<file path="src/noc_pkg.sv">
package noc_pkg;

    // node grid sizing, 4x4x4
    localparam int COORD_W = 2;
    localparam int PAYLOAD_W = 32;

    // input queue entries, also the upstream credit count after reset
    localparam int QUEUE_DEPTH = 5;
    localparam int QUEUE_PTR_W = $clog2(QUEUE_DEPTH);
    localparam int QUEUE_CNT_W = $clog2(QUEUE_DEPTH + 1);

    // output credits after reset, matches the downstream queue depth
    localparam int CREDIT_INIT = 5;
    localparam int CREDIT_W = $clog2(CREDIT_INIT + 1);

    // reduce command fields
    localparam int GROUP_W = 6;
    localparam int OPERAND_W = 24;

    // direction codes as used on the board links
    typedef enum logic [2:0] {
        DIR_INJECT = 3'd0,
        DIR_XPOS   = 3'd1,
        DIR_YPOS   = 3'd2,
        DIR_ZPOS   = 3'd3,
        DIR_XNEG   = 3'd4,
        DIR_YNEG   = 3'd5,
        DIR_ZNEG   = 3'd6,
        DIR_EJECT  = 3'd7
    } dir_t;

    typedef enum logic {
        KIND_DATA   = 1'b0,
        KIND_REDUCE = 1'b1
    } flit_kind_t;

    typedef enum logic [1:0] {
        OP_ADD = 2'd0,
        OP_MAX = 2'd1,
        OP_MIN = 2'd2
    } reduce_op_t;

    // 2 + 6 + 24 bits
    typedef struct packed {
        reduce_op_t             op;
        logic [GROUP_W-1:0]     group_size;
        logic [OPERAND_W-1:0]   operand;
    } reduce_cmd_t;

    // kind field picks the view
    typedef union packed {
        logic [PAYLOAD_W-1:0]   data;
        reduce_cmd_t            cmd;
    } payload_u;

    // 1 + 3*2 + 32 = 39 bits
    typedef struct packed {
        flit_kind_t             kind;
        logic [COORD_W-1:0]     dst_x;
        logic [COORD_W-1:0]     dst_y;
        logic [COORD_W-1:0]     dst_z;
        payload_u               payload;
    } flit_t;

endpackage

</file>
<file path="src/flit_if.sv">
interface flit_if import noc_pkg::*; ();

    // one flit stage between router blocks
    flit_t  flit;
    logic   valid;
    // direction tag, meaning depends on the stage
    dir_t   dir;
    // source holds its flit while this is high
    logic   stall;

    // transfer when valid && !stall
    modport src (
        output flit,
        output valid,
        output dir,
        input  stall
    );

    modport dst (
        input  flit,
        input  valid,
        input  dir,
        output stall
    );

endinterface

</file>
<file path="src/input_queue.sv">
module input_queue import noc_pkg::*; (
    input  logic    clk,
    input  logic    rst_n,
    input  flit_t   in_flit,
    input  logic    in_valid,
    output logic    in_credit,
    flit_if.src     deq
);

    // storage
    flit_t mem [QUEUE_DEPTH];

    // pointers and fill level
    logic [QUEUE_PTR_W-1:0] wr_ptr;
    logic [QUEUE_PTR_W-1:0] rd_ptr;
    logic [QUEUE_CNT_W-1:0] count;

    logic full;
    logic push;
    logic pop;

    assign full = (count == QUEUE_CNT_W'(QUEUE_DEPTH));
    // overrun flit is lost, upstream must respect its credits
    assign push = in_valid && !full;
    assign pop  = deq.valid && !deq.stall;

    // first-word fall-through from the head entry
    assign deq.flit  = mem[rd_ptr];
    assign deq.valid = (count != '0);
    // flits on this queue arrived over the xpos link
    assign deq.dir   = DIR_XPOS;

    // one credit back upstream per pop
    assign in_credit = pop;

    always_ff @(posedge clk) begin
        if (!rst_n) begin
            wr_ptr <= '0;
            rd_ptr <= '0;
            count  <= '0;
        end else begin
            if (push) begin
                // depth is not a power of two, wrap by hand
                wr_ptr <= (wr_ptr == QUEUE_PTR_W'(QUEUE_DEPTH - 1)) ? '0 : wr_ptr + 1'b1;
            end
            if (pop) begin
                rd_ptr <= (rd_ptr == QUEUE_PTR_W'(QUEUE_DEPTH - 1)) ? '0 : rd_ptr + 1'b1;
            end
            count <= count + QUEUE_CNT_W'(push) - QUEUE_CNT_W'(pop);
        end
    end

    // entry write
    always_ff @(posedge clk) begin
        if (push) begin
            mem[wr_ptr] <= in_flit;
        end
    end

endmodule

</file>
<file path="src/reduce_unit.sv">
module reduce_unit import noc_pkg::*; (
    input  logic    clk,
    input  logic    rst_n,
    flit_if.dst     up,
    flit_if.src     down
);

    // output stage register
    flit_t                  out_flit;
    logic                   out_valid;

    // running group state
    flit_t                  head;
    logic [OPERAND_W-1:0]   acc;
    logic [GROUP_W-1:0]     cnt;

    reduce_cmd_t            cmd;
    logic [OPERAND_W-1:0]   acc_next;
    logic [GROUP_W-1:0]     cnt_next;
    flit_t                  result;
    logic                   accept;
    logic                   is_reduce;
    logic                   first;
    logic                   last;

    // hold off upstream only while our output is blocked
    assign up.stall  = out_valid && down.stall;
    assign accept    = up.valid && !up.stall;

    assign is_reduce = (up.flit.kind == KIND_REDUCE);
    assign cmd       = up.flit.payload.cmd;
    assign first     = (cnt == '0);
    assign cnt_next  = cnt + 1'b1;
    // group size 0 or 1 closes on the first flit
    assign last      = (cnt_next >= cmd.group_size);

    always_comb begin
        if (first) begin
            acc_next = cmd.operand;
        end else begin
            case (cmd.op)
                OP_MAX:  acc_next = (cmd.operand > acc) ? cmd.operand : acc;
                OP_MIN:  acc_next = (cmd.operand < acc) ? cmd.operand : acc;
                default: acc_next = acc + cmd.operand;
            endcase
        end
    end

    // result goes out as data, addressed like the first flit of the group
    always_comb begin
        result = first ? up.flit : head;
        result.kind = KIND_DATA;
        result.payload.data = PAYLOAD_W'(acc_next);
    end

    assign down.flit  = out_flit;
    assign down.valid = out_valid;
    assign down.dir   = DIR_XPOS;

    always_ff @(posedge clk) begin
        if (!rst_n) begin
            out_valid <= 1'b0;
            cnt       <= '0;
        end else begin
            if (accept && (!is_reduce || last)) begin
                out_valid <= 1'b1;
            end else if (!down.stall) begin
                out_valid <= 1'b0;
            end
            if (accept && is_reduce) begin
                cnt <= last ? '0 : cnt_next;
            end
        end
    end

    // payload and accumulator
    always_ff @(posedge clk) begin
        if (accept) begin
            if (!is_reduce) begin
                out_flit <= up.flit;
            end else begin
                acc <= acc_next;
                if (first) begin
                    head <= up.flit;
                end
                if (last) begin
                    out_flit <= result;
                end
            end
        end
    end

endmodule

</file>
<file path="src/route_comp.sv">
module route_comp import noc_pkg::*; #(
    parameter logic [COORD_W-1:0] cur_x = '0,
    parameter logic [COORD_W-1:0] cur_y = '0,
    parameter logic [COORD_W-1:0] cur_z = '0
) (
    input  logic    clk,
    input  logic    rst_n,
    flit_if.dst     up,
    flit_if.src     down,
    output flit_t   eject_flit,
    output logic    eject_valid
);

    // network stage register
    flit_t  down_flit;
    dir_t   down_dir;
    logic   down_valid;

    dir_t   route_dir;
    logic   is_eject;
    logic   accept;

    // dimension order x, y, z on a plain mesh
    always_comb begin
        if (up.flit.dst_x > cur_x) begin
            route_dir = DIR_XPOS;
        end else if (up.flit.dst_x < cur_x) begin
            route_dir = DIR_XNEG;
        end else if (up.flit.dst_y > cur_y) begin
            route_dir = DIR_YPOS;
        end else if (up.flit.dst_y < cur_y) begin
            route_dir = DIR_YNEG;
        end else if (up.flit.dst_z > cur_z) begin
            route_dir = DIR_ZPOS;
        end else if (up.flit.dst_z < cur_z) begin
            route_dir = DIR_ZNEG;
        end else begin
            route_dir = DIR_EJECT;
        end
    end

    assign is_eject = (route_dir == DIR_EJECT);
    // eject path never blocks, so only network flits see the stall
    assign up.stall = down_valid && down.stall && !is_eject;
    assign accept   = up.valid && !up.stall;

    assign down.flit  = down_flit;
    assign down.dir   = down_dir;
    assign down.valid = down_valid;

    always_ff @(posedge clk) begin
        if (!rst_n) begin
            down_valid  <= 1'b0;
            eject_valid <= 1'b0;
        end else begin
            eject_valid <= accept && is_eject;
            if (accept && !is_eject) begin
                down_valid <= 1'b1;
            end else if (!down.stall) begin
                down_valid <= 1'b0;
            end
        end
    end

    always_ff @(posedge clk) begin
        if (accept && !is_eject) begin
            down_flit <= up.flit;
            down_dir  <= route_dir;
        end
        if (accept && is_eject) begin
            eject_flit <= up.flit;
        end
    end

endmodule

</file>
<file path="src/output_stage.sv">
module output_stage import noc_pkg::*; (
    input  logic    clk,
    input  logic    rst_n,
    flit_if.dst     up,
    input  flit_t   inject_flit,
    input  dir_t    inject_dir,
    input  logic    inject_valid,
    output logic    inject_ready,
    output flit_t   out_flit,
    output dir_t    out_dir,
    output logic    out_valid,
    input  logic    out_credit
);

    // credits left at the downstream queue
    logic [CREDIT_W-1:0] credits;

    logic has_credit;
    logic inject_go;
    logic net_go;

    assign has_credit   = (credits != '0);
    assign inject_ready = has_credit;

    // kernel traffic wins the link
    assign inject_go = inject_valid && inject_ready;

    // network flit waits on inject or on an empty credit pool
    assign up.stall = inject_go || !has_credit;
    assign net_go   = up.valid && !up.stall;

    assign out_valid = inject_go || net_go;

    always_comb begin
        if (inject_go) begin
            out_flit = inject_flit;
            out_dir  = inject_dir;
        end else begin
            out_flit = up.flit;
            out_dir  = up.dir;
        end
    end

    // spend one per flit sent, regain one per credit pulse
    always_ff @(posedge clk) begin
        if (!rst_n) begin
            credits <= CREDIT_W'(CREDIT_INIT);
        end else begin
            credits <= credits + CREDIT_W'(out_credit) - CREDIT_W'(out_valid);
        end
    end

endmodule

</file>
<file path="src/router_top.sv">
module router_top import noc_pkg::*; #(
    parameter logic [COORD_W-1:0] cur_x = '0,
    parameter logic [COORD_W-1:0] cur_y = '0,
    parameter logic [COORD_W-1:0] cur_z = '0
) (
    input  logic    clk,
    input  logic    rst_n,
    // xpos network input
    input  flit_t   in_flit,
    input  logic    in_valid,
    output logic    in_credit,
    // network output link
    output flit_t   out_flit,
    output dir_t    out_dir,
    output logic    out_valid,
    input  logic    out_credit,
    // kernel eject
    output flit_t   eject_flit,
    output logic    eject_valid,
    // kernel inject
    input  flit_t   inject_flit,
    input  dir_t    inject_dir,
    input  logic    inject_valid,
    output logic    inject_ready
);

    // queue to reduce, reduce to route, route to output
    flit_if q2r ();
    flit_if r2c ();
    flit_if c2o ();

    input_queue i_input_queue (
        .clk       (clk),
        .rst_n     (rst_n),
        .in_flit   (in_flit),
        .in_valid  (in_valid),
        .in_credit (in_credit),
        .deq       (q2r.src)
    );

    reduce_unit i_reduce_unit (
        .clk   (clk),
        .rst_n (rst_n),
        .up    (q2r.dst),
        .down  (r2c.src)
    );

    route_comp #(
        .cur_x (cur_x),
        .cur_y (cur_y),
        .cur_z (cur_z)
    ) i_route_comp (
        .clk         (clk),
        .rst_n       (rst_n),
        .up          (r2c.dst),
        .down        (c2o.src),
        .eject_flit  (eject_flit),
        .eject_valid (eject_valid)
    );

    output_stage i_output_stage (
        .clk          (clk),
        .rst_n        (rst_n),
        .up           (c2o.dst),
        .inject_flit  (inject_flit),
        .inject_dir   (inject_dir),
        .inject_valid (inject_valid),
        .inject_ready (inject_ready),
        .out_flit     (out_flit),
        .out_dir      (out_dir),
        .out_valid    (out_valid),
        .out_credit   (out_credit)
    );

endmodule

</file>
<file path="config.mk">
export PLATFORM = sky130hd
export DESIGN_NAME = router_top
export DESIGN_NICKNAME = d
export VERILOG_FILES = /design/src/noc_pkg.sv /design/src/flit_if.sv /design/src/input_queue.sv /design/src/reduce_unit.sv /design/src/route_comp.sv /design/src/output_stage.sv /design/src/router_top.sv
export SDC_FILE = /design/constraint.sdc
export NUM_CORES = 1
export LEC_CHECK = 0
export ABC_AREA = 1
export BUFFER_PORTS_ARGS = -buffer_cell sky130_fd_sc_hd__clkbuf_2
export CAP_MARGIN = 20
export CORE_MARGIN = 2
export CORE_UTILIZATION = 50
export DETAILED_ROUTE_END_ITERATION = 6
export PLACE_DENSITY = 0.78
export SYNTH_ARGS = -nofsm -noshare
export SYNTH_HDL_FRONTEND = slang
export SYNTH_SLANG_ARGS = --single-unit
</file>
<file path="constraint.sdc">
create_clock -name clk -period 6.2 [get_ports clk]
set_input_delay 0.93 -clock clk [delete_from_list [all_inputs] [get_ports clk]]
set_output_delay 0.93 -clock clk [all_outputs]
set_load 0.1 [all_outputs]
</file>
==> summary.txt, run 1 <==
Cells and area
  • Commonest non-fill, non-tap cells in the layout: nand2_1, edfxtp_1, inv_1
  • Synthesis-to-finish area growth: 14.9%
  • Most common cell after layout, fill and taps aside: nand2_1
  • Layout cells sized above 1: 16.8%
  • Final net count: 2079

Timing
  • Final setup vio count: 0
  • RSZ-0062 raised after global routing: no
  • Final hold violations: 0
  • Tmin final: 4.49 ns
  • Setup Skew: 0.0258 ns
  • Rel. slew slack: 24.7%
  • Slew Viols, Final: 0
  • Hold Slack: 0.445 ns
  • Post-route setup TNS: 0 ns
  • Max Clock Freq: 223 MHz
  • Fin crit share: 72.4%
  • Worst-Margin Slew: 1.12 ns

Outcome
  • Outcome: completed

CTS
  • Insertion delay to the later sink of the worst-skew pair: 0.55 ns
  • Postcts setup bufs: 0
  • Clock buffer depth: 3
  • CTS tree: done
  • Num CTS Buffers: 38
  • Clock transition at path regs: 0.06 ns
  • H-Tree Level Count: 2
  • CTS root buf: clkbuf_16
  • Hold buffer count at CTS: 0
  • Post_cts resized: 0
  • Clk sinks: 366

Flow run
  • Max-Cap Viols: 0

Worst setup path
  • WP buf/inv: 2
  • CP dominant cell by count: nand2_1
  • Largest delay contributor family on the critical path: simple AND/OR/NAND/NOR gates
  • Worst EP required: 6.60 ns
  • Worst-path cell chain: inv_2 > nand2_1 > nand3_1 > nand2_1 > o21ai_0 > inv_1 > ha_1 > nand2_1 > nor2_1 > nand3_1 > nor2_4 > nand2_4 > nand3_4 > nand2_8 > nor2_8 > nand2_1 > nand3_1 > nand2_1 > nand2_1 > nand3_1 > nand2_1
  • Setup CP Type: reg -> reg
  • Crit-path slowest cell: inv_2
  • Critical Path Start Type: flop
  • Worst Path Max Fanout: 65
  • Crit path DAT: 4.89 ns
  • CP endpoint kind: flop
  • Crit-path max cell delay: 0.74 ns

Synthesis
  • Mapped Nets: 1910
  • Sequential fraction of the synthesis area: 60.2%
  • Yosys reg bits: 366
  • Synth cell types: 49
  • Mean Syn Cell Area: 10.2 um2
  • Share of synthesized registers carrying an async set or reset: 0%
  • Synth Cell Area: 17900 um2
  • Number of enable flip-flop cells after synthesis: 342
  • Post-Synthesis Cells: 1748
  • Synth Flop Type: edfxtp_1
  • Synth Warn #: 0

GRT
  • Grt total ovfl: 0
  • Vias in the first global route: 12366
  • Initial antenna violation count: 4
  • Largest net degree at the start of global routing: 66
  • First-pass GRT wire length: 65100 um
  • Total track usage: 22.6%

Die
  • Num ports: 171
  • DIE WIDTH: 193 um
  • Chip Height: 193 um
  • Die area: 37300 um2
  • Core footprint: 35400 um2
  • Initial core utilization: 50.5%
  • Row count: 69

Routing
  • DRT Pass-1 Iters: 6
  • DRT antenna net count: 0
  • WL/cell: 17.7 um
  • DRC: 0
  • DR vias/cell: 5.42
  • Total Wirelength: 42500 um
  • Routed length on met2: 20300 um
  • M1 wire length: 18100 um
  • Met3 routed WL: 2970 um
  • Highest routed layer: met5
  • Iter 0 DRT Violations: 1090
  • Vias post-DR: 13035

Hold path
  • HP Class: reg -> reg

Placement
  • Gpl congestion: 0.952
  • DP HPWL: 28200 um
  • PortBufs: 169
sequential cells by signal, summed over array words and instances (netlist names), named ones only:
| name | flops |
|---|---|
| i_reduce_unit.down.flit | 38 |
| i_route_comp.down.valid | 1 |
| i_route_comp.down.dir | 3 |
| i_reduce_unit.acc | 24 |
| i_input_queue.mem | 195 |
| i_route_comp.down.flit | 38 |
| i_input_queue.count | 3 |
| i_input_queue.wr_ptr | 3 |
| i_reduce_unit.cnt | 6 |
| i_reduce_unit.head | 6 |
| i_output_stage.credits | 3 |
| i_route_comp.eject_valid | 1 |
| i_input_queue.rd_ptr | 3 |
| i_route_comp.eject_flit | 38 |
| i_reduce_unit.down.valid | 1 |
worst reg2reg max path, cell delays in order (launching register included):
cell and delay [ns]:
dfxtp_2 0.32, inv_2 0.74, nand2_1 0.19, nand3_1 0.11
nand2_1 0.05, o21ai_0 0.45, inv_1 0.23, ha_1 0.33
nand2_1 0.06, nor2_1 0.14, nand3_1 0.16, nor2_4 0.20
nand2_4 0.11, nand3_4 0.22, nand2_8 0.23, nor2_8 0.29
nand2_1 0.10, nand3_1 0.11, nand2_1 0.07, nand2_1 0.08
nand3_1 0.07, nand2_1 0.10
cell usage after synthesis, types with 3 or more instances:
cell | number | area share (%)
a21boi_0 | 4 | 0.17
a21boi_1 | 13 | 0.55
a21o_1 | 3 | 0.13
a21oi_1 | 55 | 1.5
and2_1 | 3 | 0.11
buf_1 | 7 | 0.15
buf_2 | 26 | 0.73
clkbuf_1 | 29 | 0.61
dfxtp_1 | 24 | 2.7
edfxtp_1 | 342 | 57
fa_1 | 3 | 0.34
ha_1 | 73 | 5.1
inv_1 | 198 | 4.2
inv_2 | 3 | 0.063
mux2_2 | 41 | 2.6
mux2i_1 | 5 | 0.28
nand2_1 | 348 | 7.3
nand3_1 | 115 | 3.2
nand3b_1 | 4 | 0.17
nand4_1 | 11 | 0.39
nor2_1 | 197 | 4.1
nor3_1 | 10 | 0.28
o211ai_1 | 4 | 0.17
o21a_1 | 6 | 0.25
o21ai_0 | 136 | 3.8
o21ai_1 | 13 | 0.36
o21bai_1 | 5 | 0.21
o22ai_1 | 30 | 1.1
or2_2 | 7 | 0.25
xor2_1 | 8 | 0.39
path summary, 6_finish.rpt:
| path | startpoint | to | slack [ns] | cells after the start |
|---|---|---|---|---|
| max | flop | i_reduce_unit.down.flit[3] | 1.71 | 21 |
| min | i_reduce_unit.down.flit[25] | i_route_comp.down.flit[25] | 0.45 | 0 |
| max reg2reg | flop | i_reduce_unit.down.flit[3] | 1.71 | 21 |
| min reg2reg | i_reduce_unit.down.flit[25] | i_route_comp.down.flit[25] | 0.45 | 0 |
area by class of cell:
cell class,count,area (um2)
diodes,1,2.50
clock buffers,41,962
clock inverters,27,293
fillers,2875,14900
inverters,201,754
multi-input cells,1114,6110
flip-flops and latches,366,10800
well taps,461,577
repair buffers,196,1080
routing by layer:
layer	vias to the layer above	track usage (%)
met4	4	7.60
met5	-	0
li1	6275	-
met3	78	3.93
met1	6185	30.1
met2	493	37.7
logic make-up (layout without fill, tap and decap cells):
| logic type | count (synthesis) | in the layout | synth area share, % |
|---|---|---|---|
| adder cells (fa/ha/maj) | 76 | 76 | 5.45 |
| other | 1 | 2 | 0.0210 |
| AO/OA/AOI/OAI | 272 | 272 | 8.36 |
| XOR/XNOR | 10 | 10 | 0.490 |
| AND/OR/NAND/NOR | 709 | 709 | 16.7 |
| buffers and inverters | 268 | 465 | 5.95 |
| multiplexers | 46 | 46 | 2.86 |
| flip-flops | 366 | 366 | 60.2 |
per-stage QoR:
stage          cell area, um2  cells  worst slack (ns)  utilization (%)
2_1_floorplan           17900   1748              1.81                -
3_3_place_gp            19200   2336              1.91             54.3
3_5_place_dp            19200   2336              1.82             54.3
4_1_cts                 20500   2404              1.78             57.9
5_1_grt                 20500   2406              1.24             58.0
6_report                20500   2407              1.71             58.0
Power of run 1 is not shown: default switching activity piles up to over one toggle a cycle in this logic, so the estimate is an artifact.
==> run 2, diff against run 1 <==
Settings changed: PLACE_DENSITY 0.78 to 0.81.
Clock period 6.2 ns to 3.9 ns, I/O delays scaled along.
==> run 2 against run 1 <==
  * Sequential share of layout area fell by 0.30 points
  * Critical path depth rose by 2
  * Final cell count rose by 1.1%
  * Wire length barely moved
  * Via count rose by 1.0%
  * Maximum frequency rose by 23%
  * Non-clock buffer count rose by 32
  * Core utilization rose by 0.34 points
  * First-iteration DRC count rose by 16%
  * Die area did not move
  * Flip-flop and latch count did not move
  * Worst setup slack got worse by 1.5 ns
  * Critical endpoint is now i_reduce_unit.down.flit[4]
==> summary.txt, run 2 (synthesis gave the netlist of run 1 again) <==
Hold path
  • Hold path depth: 1 (was 0)
  • Hold Path Sink: i_input_queue.mem[2][1] (was i_route_comp.down.flit[25])
  • HP Class: in -> reg (was reg -> reg)
  • HP Start: in_flit[1] (was i_reduce_unit.down.flit[25])

Cells and area
  • Max FFs per register: 195 (unchanged)
  • Synthesis-to-finish area growth: 15.6% (was 14.9%)
  • Layout cells sized above 1: 17.7% (was 16.8%)
  • Top reg by flops: i_input_queue.mem (unchanged)
  • Final net count: 2109 (was 2079)
  • Multi-input logic area: 6120 um2 (was 6110 um2)
  • # fillers: 2874 (was 2875)
  • Sequential cell area: 10800 um2 (unchanged)
  • Commonest non-fill, non-tap cells in the layout: nand2_1, edfxtp_1, inv_1 (unchanged)
  • Most common cell after layout, fill and taps aside: nand2_1 (unchanged)

CTS
  • CTS tree: done (unchanged)
  • CTS root buf: clkbuf_16 (unchanged)
  • Num CTS Buffers: 36 (was 38)
  • H-Tree Level Count: 2 (unchanged)
  • Insertion delay to the later sink of the worst-skew pair: 0.55 ns (about the same)
  • Clk sinks: 366 (unchanged)
  • Clock transition at path regs: 0.06 ns (about the same)
  • Clock buffer depth: 3 (unchanged)

Routing
  • Highest routed layer: met5 (unchanged)
  • DRT antenna net count: 0 (unchanged)
  • Vias post-DR: 13171 (was 13035)
  • Routed length on met2: 20400 um (was 20300 um)
  • Iter 0 DRT Violations: 1259 (was 1090)
  • Total Wirelength: 42500 um (about the same)
  • DR vias/cell: 5.41 (was 5.42)
  • Met3 routed WL: 3160 um (was 2970 um)
  • M1 wire length: 17700 um (was 18100 um)
  • WL/cell: 17.5 um (was 17.7 um)
  • DRC: 0 (unchanged)
  • DRT Pass-1 Iters: 6 (unchanged)

Worst setup path
  • Worst r2r path cells: 23 (was 21)
  • R2r endpoint: i_reduce_unit.down.flit[4] (was i_reduce_unit.down.flit[3])
  • Setup CP Type: reg -> reg (unchanged)
  • Crit path DAT: 3.93 ns (was 4.89 ns)
  • Worst Path Max Fanout: 52 (was 65)
  • R2r setup slk: 0.25 ns (was 1.71 ns)
  • Worst EP required: 4.17 ns (was 6.60 ns)
  • CP endpoint kind: flop (unchanged)
  • Critical Path Start Type: flop (unchanged)

Die
  • Core footprint: 35400 um2 (unchanged)
  • Initial core utilization: 50.5% (unchanged)
  • Chip Height: 193 um (unchanged)
  • Num ports: 171 (unchanged)
  • Row count: 69 (unchanged)
  • Die area: 37300 um2 (unchanged)
  • DIE WIDTH: 193 um (unchanged)

Timing
  • Fin crit share: 93.7% (was 72.4%)
  • Rel. slew slack: 31.7% (was 24.7%)
  • Worst-Margin Slew: 1.02 ns (was 1.12 ns)
  • RSZ-0062 raised after global routing: no (unchanged)
  • Slew Viols, Final: 0 (unchanged)
  • Setup Skew: 0.0180 ns (was 0.0258 ns)
  • Tmin final: 3.65 ns (was 4.49 ns)
  • Hold Slack: 0.271 ns (was 0.445 ns)
  • Final setup vio count: 0 (unchanged)
  • Max Clock Freq: 274 MHz (was 223 MHz)
  • Post-route setup TNS: 0 ns (unchanged)
  • Final hold violations: 0 (unchanged)

GRT
  • First-pass GRT wire length: 64700 um (was 65100 um)
  • Total track usage: 22.5% (was 22.6%)
  • Largest net degree at the start of global routing: 53 (was 66)
  • Grt total ovfl: 0 (unchanged)
  • Vias in the first global route: 12539 (was 12366)
  • Initial antenna violation count: 3 (was 4)

Placement
  • Gpl congestion: 0.962 (was 0.952)
  • DP HPWL: 28900 um (was 28200 um)
  • PortBufs: 169 (unchanged)

Flow run
  • Max-Cap Viols: 0 (unchanged)

Outcome
  • Outcome: completed (unchanged)
-- run 2: worst max-delay path, stage by stage (launching register included) --
cell	delay, ns
dfxtp_2	0.37
buf_12	0.24
nand2_1	0.11
nand3_1	0.10
nand2_1	0.05
o21ai_0	0.34
buf_4	0.22
inv_1	0.06
ha_1	0.29
nand2_1	0.07
nor2_1	0.12
nand3_1	0.16
nor2_4	0.19
nand2_4	0.10
nand3_4	0.13
nand2_8	0.16
inv_1	0.17
nand2_1	0.06
nand3_1	0.07
nand2_1	0.06
nand2_1	0.06
nand2_1	0.07
nand2_1	0.06
nand2_1	0.09
-- run 2: layout make-up --
type                            count  share of cell area [%]
Antenna cell                        2                  0.0242
Tap cell                          461                    2.79
Clock inverter                     19                   0.636
Clock buffer                       43                    4.49
Sequential cell                   366                    52.1
Timing Repair Buffer              228                    6.72
Multi-Input combinational cell   1114                    29.6
Inverter                          201                    3.65
-- run 2: metrics by stage --
stage	worst slack (ns)	utilization (%)	std cells	instance area, um2
final	0.245	58.4	2434	20700
after floorplan	0.0338	-	1748	17900
after global placement	0.331	55.3	2369	19600
after detailed placement	0.295	55.3	2369	19600
after global routing	0.0255	58.3	2432	20600
after CTS	0.265	58.3	2431	20600
-- run 2: layer usage --
| layer | GRT usage, % | vias up |
|---|---|---|
| met2 | 38.0 | 523 |
| met3 | 4.43 | 106 |
| li1 | - | 6329 |
| met4 | 8.48 | 4 |
| met5 | 0 | - |
| met1 | 28.8 | 6209 |
-- run 2: what timing repair did --
item | in CTS | in global routing
buffers inserted | 0 | 0
hold buffers | 0 | 0
setup endpoints to repair | 0 | 17
gates resized for setup | 0 | 1
endpoints found under the hold margin | 0 | 0
-- run 2: worst max-delay path by stage --
stage	from	endpoint	slack (ns)	cells after the start
3_5_place_dp	flop	i_reduce_unit.down.flit[0]	0.30	23
5_1_grt	flop	i_reduce_unit.down.flit[4]	0.03	22
4_1_cts	flop	i_reduce_unit.down.flit[7]	0.26	22
6_report	flop	i_reduce_unit.down.flit[4]	0.25	23
3_3_place_gp	flop	i_reduce_unit.down.flit[0]	0.33	23
2_1_floorplan	in_valid	i_input_queue.mem[3][0]	0.03	2
Power of run 2 is left out for the same reason.
==> run 3, diff against run 2 <==
Settings changed: ABC_AREA 1 to default.
==> run 3 against run 2 <==
  * Clock skew rose by 0.0016 ns
  * Wire length fell by 4.2%
  * Critical path type unchanged
  * Synthesized cell count fell by 33%
  * Sequential share of layout area fell by 1.8 points
  * First-iteration DRC count fell by 12%
  * Worst setup slack got worse by 0.26 ns
  * Global-route usage fell by 0.39 points
  * The run now ends with DRC, setup timing left
  * Design area rose by 3.7%
  * Die area fell by 4.7%
  * Via count fell by 15%
==> summary.txt, run 3 <==
Timing
  • Slew Viols, Final: 0 (unchanged)
  • Max Clock Freq: 255 MHz (was 274 MHz)
  • Tmin final: 3.92 ns (was 3.65 ns)
  • Worst-Margin Slew: 0.999 ns (was 1.02 ns)
  • Final hold violations: 0 (unchanged)
  • RSZ-0062 raised after global routing: yes (was no)
  • Setup Skew: 0.0196 ns (was 0.0180 ns)
  • Rel. slew slack: 33.4% (was 31.7%)
  • Worst Slack Setup Final: -0.0186 ns (was 0.245 ns)
  • Final setup vio count: 4 (was 0)
  • Fin crit share: 100% (was 93.7%)

CTS
  • Insertion delay to the later sink of the worst-skew pair: 0.53 ns (was 0.55 ns)
  • Clock transition at path regs: 0.06 ns (about the same)
  • CTS root buf: clkbuf_16 (unchanged)
  • Num CTS Buffers: 37 (was 36)
  • Hold buffer count at CTS: 0 (unchanged)
  • Clock buffer depth: 3 (unchanged)
  • Clk sinks: 366 (unchanged)
  • CTS tree: done (unchanged)
  • H-Tree Level Count: 2 (unchanged)

Placement
  • DP HPWL: 27500 um (was 28900 um)
  • Pre-CTS WS: -0.155 ns (was 0.295 ns)
  • Post-place instance area: 19400 um2 (was 19600 um2)
  • Gpl congestion: 0.930 (was 0.962)
  • PortBufs: 169 (unchanged)

Hold path
  • HP Class: in -> reg (unchanged)

GRT
  • Largest net degree at the start of global routing: 42 (was 53)
  • Grt total ovfl: 0 (unchanged)
  • Initial antenna violation count: 0 (was 3)
  • Vias in the first global route: 11084 (was 12539)
  • First-pass GRT wire length: 61000 um (was 64700 um)
  • Total track usage: 22.1% (was 22.5%)

Synthesis
  • Yosys reg bits: 366 (unchanged)
  • Yosys top cell by area: edfxtp_1 (unchanged)
  • Synth Cell Area: 17000 um2 (was 17900 um2)
  • Synth top area share: 60.4% (was 57.5%)
  • Synth cell types: 74 (was 49)
  • Xor/xnor share of the synthesized area: 1.39% (was 0.490%)
  • Mapped Nets: 1341 (was 1910)
  • Mean Syn Cell Area: 14.4 um2 (was 10.2 um2)
  • Largest family of logic cells by synthesized area: multiplexers (was simple AND/OR/NAND/NOR gates)
  • Post-Synth Adder-Cell Area: 5.72% (was 5.45%)
  • Simple-gate portion of the synthesized area: 6.51% (was 16.7%)
  • Share of synthesized registers carrying an async set or reset: 0% (unchanged)
  • Most frequent cells after synthesis: edfxtp_1, nor2_1, ha_1 (was nand2_1, edfxtp_1, inv_1)
  • Mux share of post-synthesis cell area: 10.6% (was 2.86%)
  • Sequential fraction of the synthesis area: 63.2% (was 60.2%)
  • Compound-gate portion of the synthesized area: 9.51% (was 8.36%)
  • Post-Synthesis Cells: 1179 (was 1748)
  • Most numerous cell in the Yosys netlist: edfxtp_1 (was nand2_1)
  • Synth Flop Type: edfxtp_1 (unchanged)
  • Synth Warn #: 0 (unchanged)
  • Number of enable flip-flop cells after synthesis: 342 (unchanged)
  • Synth top area cells: edfxtp_1, ha_1, mux4_2 (was edfxtp_1, nand2_1, ha_1)

Die
  • DIE WIDTH: 188 um (was 193 um)
  • Core footprint: 33500 um2 (was 35400 um2)
  • Initial core utilization: 50.7% (was 50.5%)
  • Chip Height: 188 um (was 193 um)
  • Die area: 35500 um2 (was 37300 um2)
  • Num ports: 171 (unchanged)
  • Row count: 67 (was 69)

Worst setup path
  • Setup CP Type: reg -> reg (unchanged)
  • Worst EP required: 4.17 ns (about the same)
  • CP endpoint kind: flop (unchanged)
  • Crit path DAT: 4.18 ns (was 3.93 ns)
  • Critical Path Start Type: flop (unchanged)
  • Worst Path Max Fanout: 7 (was 52)

Routing
  • DRC: 2 (was 0)
  • DRT antenna net count: 0 (unchanged)
  • DR vias/cell: 5.68 (was 5.41)
  • Iter 0 DRT Violations: 1103 (was 1259)
  • Vias post-DR: 11194 (was 13171)
  • Total Wirelength: 40700 um (was 42500 um)
  • WL/cell: 20.7 um (was 17.5 um)
  • DRT Pass-1 Iters: 7 (was 6)

Cells and area
  • Commonest non-fill, non-tap cells in the layout: edfxtp_1, clkbuf_2, buf_4 (was nand2_1, edfxtp_1, inv_1)
  • # fillers: 2418 (was 2874)
  • Max FFs per register: 195 (unchanged)
  • Top reg by flops: i_input_queue.mem (unchanged)
  • Antenna diodes: 0 (was 2)
  • Synthesis-to-finish area growth: 26.0% (was 15.6%)
  • Layout cells sized above 1: 38.7% (was 17.7%)
  • Design Area, Final: 21400 um2 (was 20700 um2)
  • Most common cell after layout, fill and taps aside: edfxtp_1 (was nand2_1)
  • Final net count: 1661 (was 2109)

Outcome
  • Failing checks: DRC, setup timing
  • Outcome: finished, violations left (was completed)

Flow run
  • Max-Cap Viols: 0 (unchanged)
## run 3: final timing paths
kind              cells after the start                        start                          end  slack (ns)
hold / removal                        2                        rst_n    i_output_stage.credits[2]        0.28
setup / recovery                     14                         flop  i_reduce_unit.down.flit[22]       -0.02
setup reg to reg                     14                         flop  i_reduce_unit.down.flit[22]       -0.02
hold reg to reg                       0  i_reduce_unit.down.flit[26]  i_route_comp.eject_flit[26]        0.44
## run 3: worst max-delay path, cell delays in order (launching register included)
cell and delay, ns:
dfxtp_4 0.43, buf_12 0.16, buf_8 0.12, mux4_2 0.50, mux2_4 0.33, ha_1 0.32
nand4_1 0.17, or2_2 0.37, buf_4 0.15, nand3_1 0.07, mux2i_1 0.08, a311oi_1 0.31
o2111a_1 0.30, nor4_2 0.08, mux2_4 0.27
## run 3: kinds of logic after synthesis
| logic type | count (synthesis) |
|---|---|
| buf+inv | 119 |
| mux | 124 |
| compound gates | 231 |
| xor+xnor | 27 |
| flops | 366 |
| simple gates | 235 |
| fa+ha+maj | 76 |
| other cells | 1 |
## run 3: cell type report
type / count / area [um2] / area share, %
sequential: 366 / 10800 / 50.2
inverter: 73 / 277 / 1.29
tap: 448 / 561 / 2.62
multi-input combinational: 694 / 6440 / 30.1
timing repair buffer: 327 / 2170 / 10.1
clock buffer: 43 / 970 / 4.53
clock inverter: 19 / 241 / 1.13
## run 3: metal layers
layer | track usage (%) | vias up | wire, um
li1 | - | 5160 | -
met1 | 30.2 | 5488 | 17300
met2 | 35.9 | 461 | 19300
met3 | 4.28 | 85 | 3010
met4 | 7.33 | 0 | 1070
met5 | 0 | - | 0
## run 3: what timing repair did
item / CTS / global route
endpoints found under the setup margin: 46 / 52
pin swaps: 2 / 39
cloned: 0 / 2
gates resized for setup: 21 / 103
setup buffers: 1 / 20
## run 3: through the flow
stage / instances / util, % / hold slack (ns) / TNS, ns
after floorplan: 1179 / - / 0.421 / -86.43
after global placement: 1886 / 57.7 / 0.422 / -0.533
after detailed placement: 1886 / 57.7 / 0.431 / -3.38
after CTS: 1949 / 61.6 / 0.264 / 0
after global routing: 1970 / 63.9 / 0.291 / -3.67
final: 1970 / 63.9 / 0.276 / -0.0487
Power of run 3 is left out for the same reason.
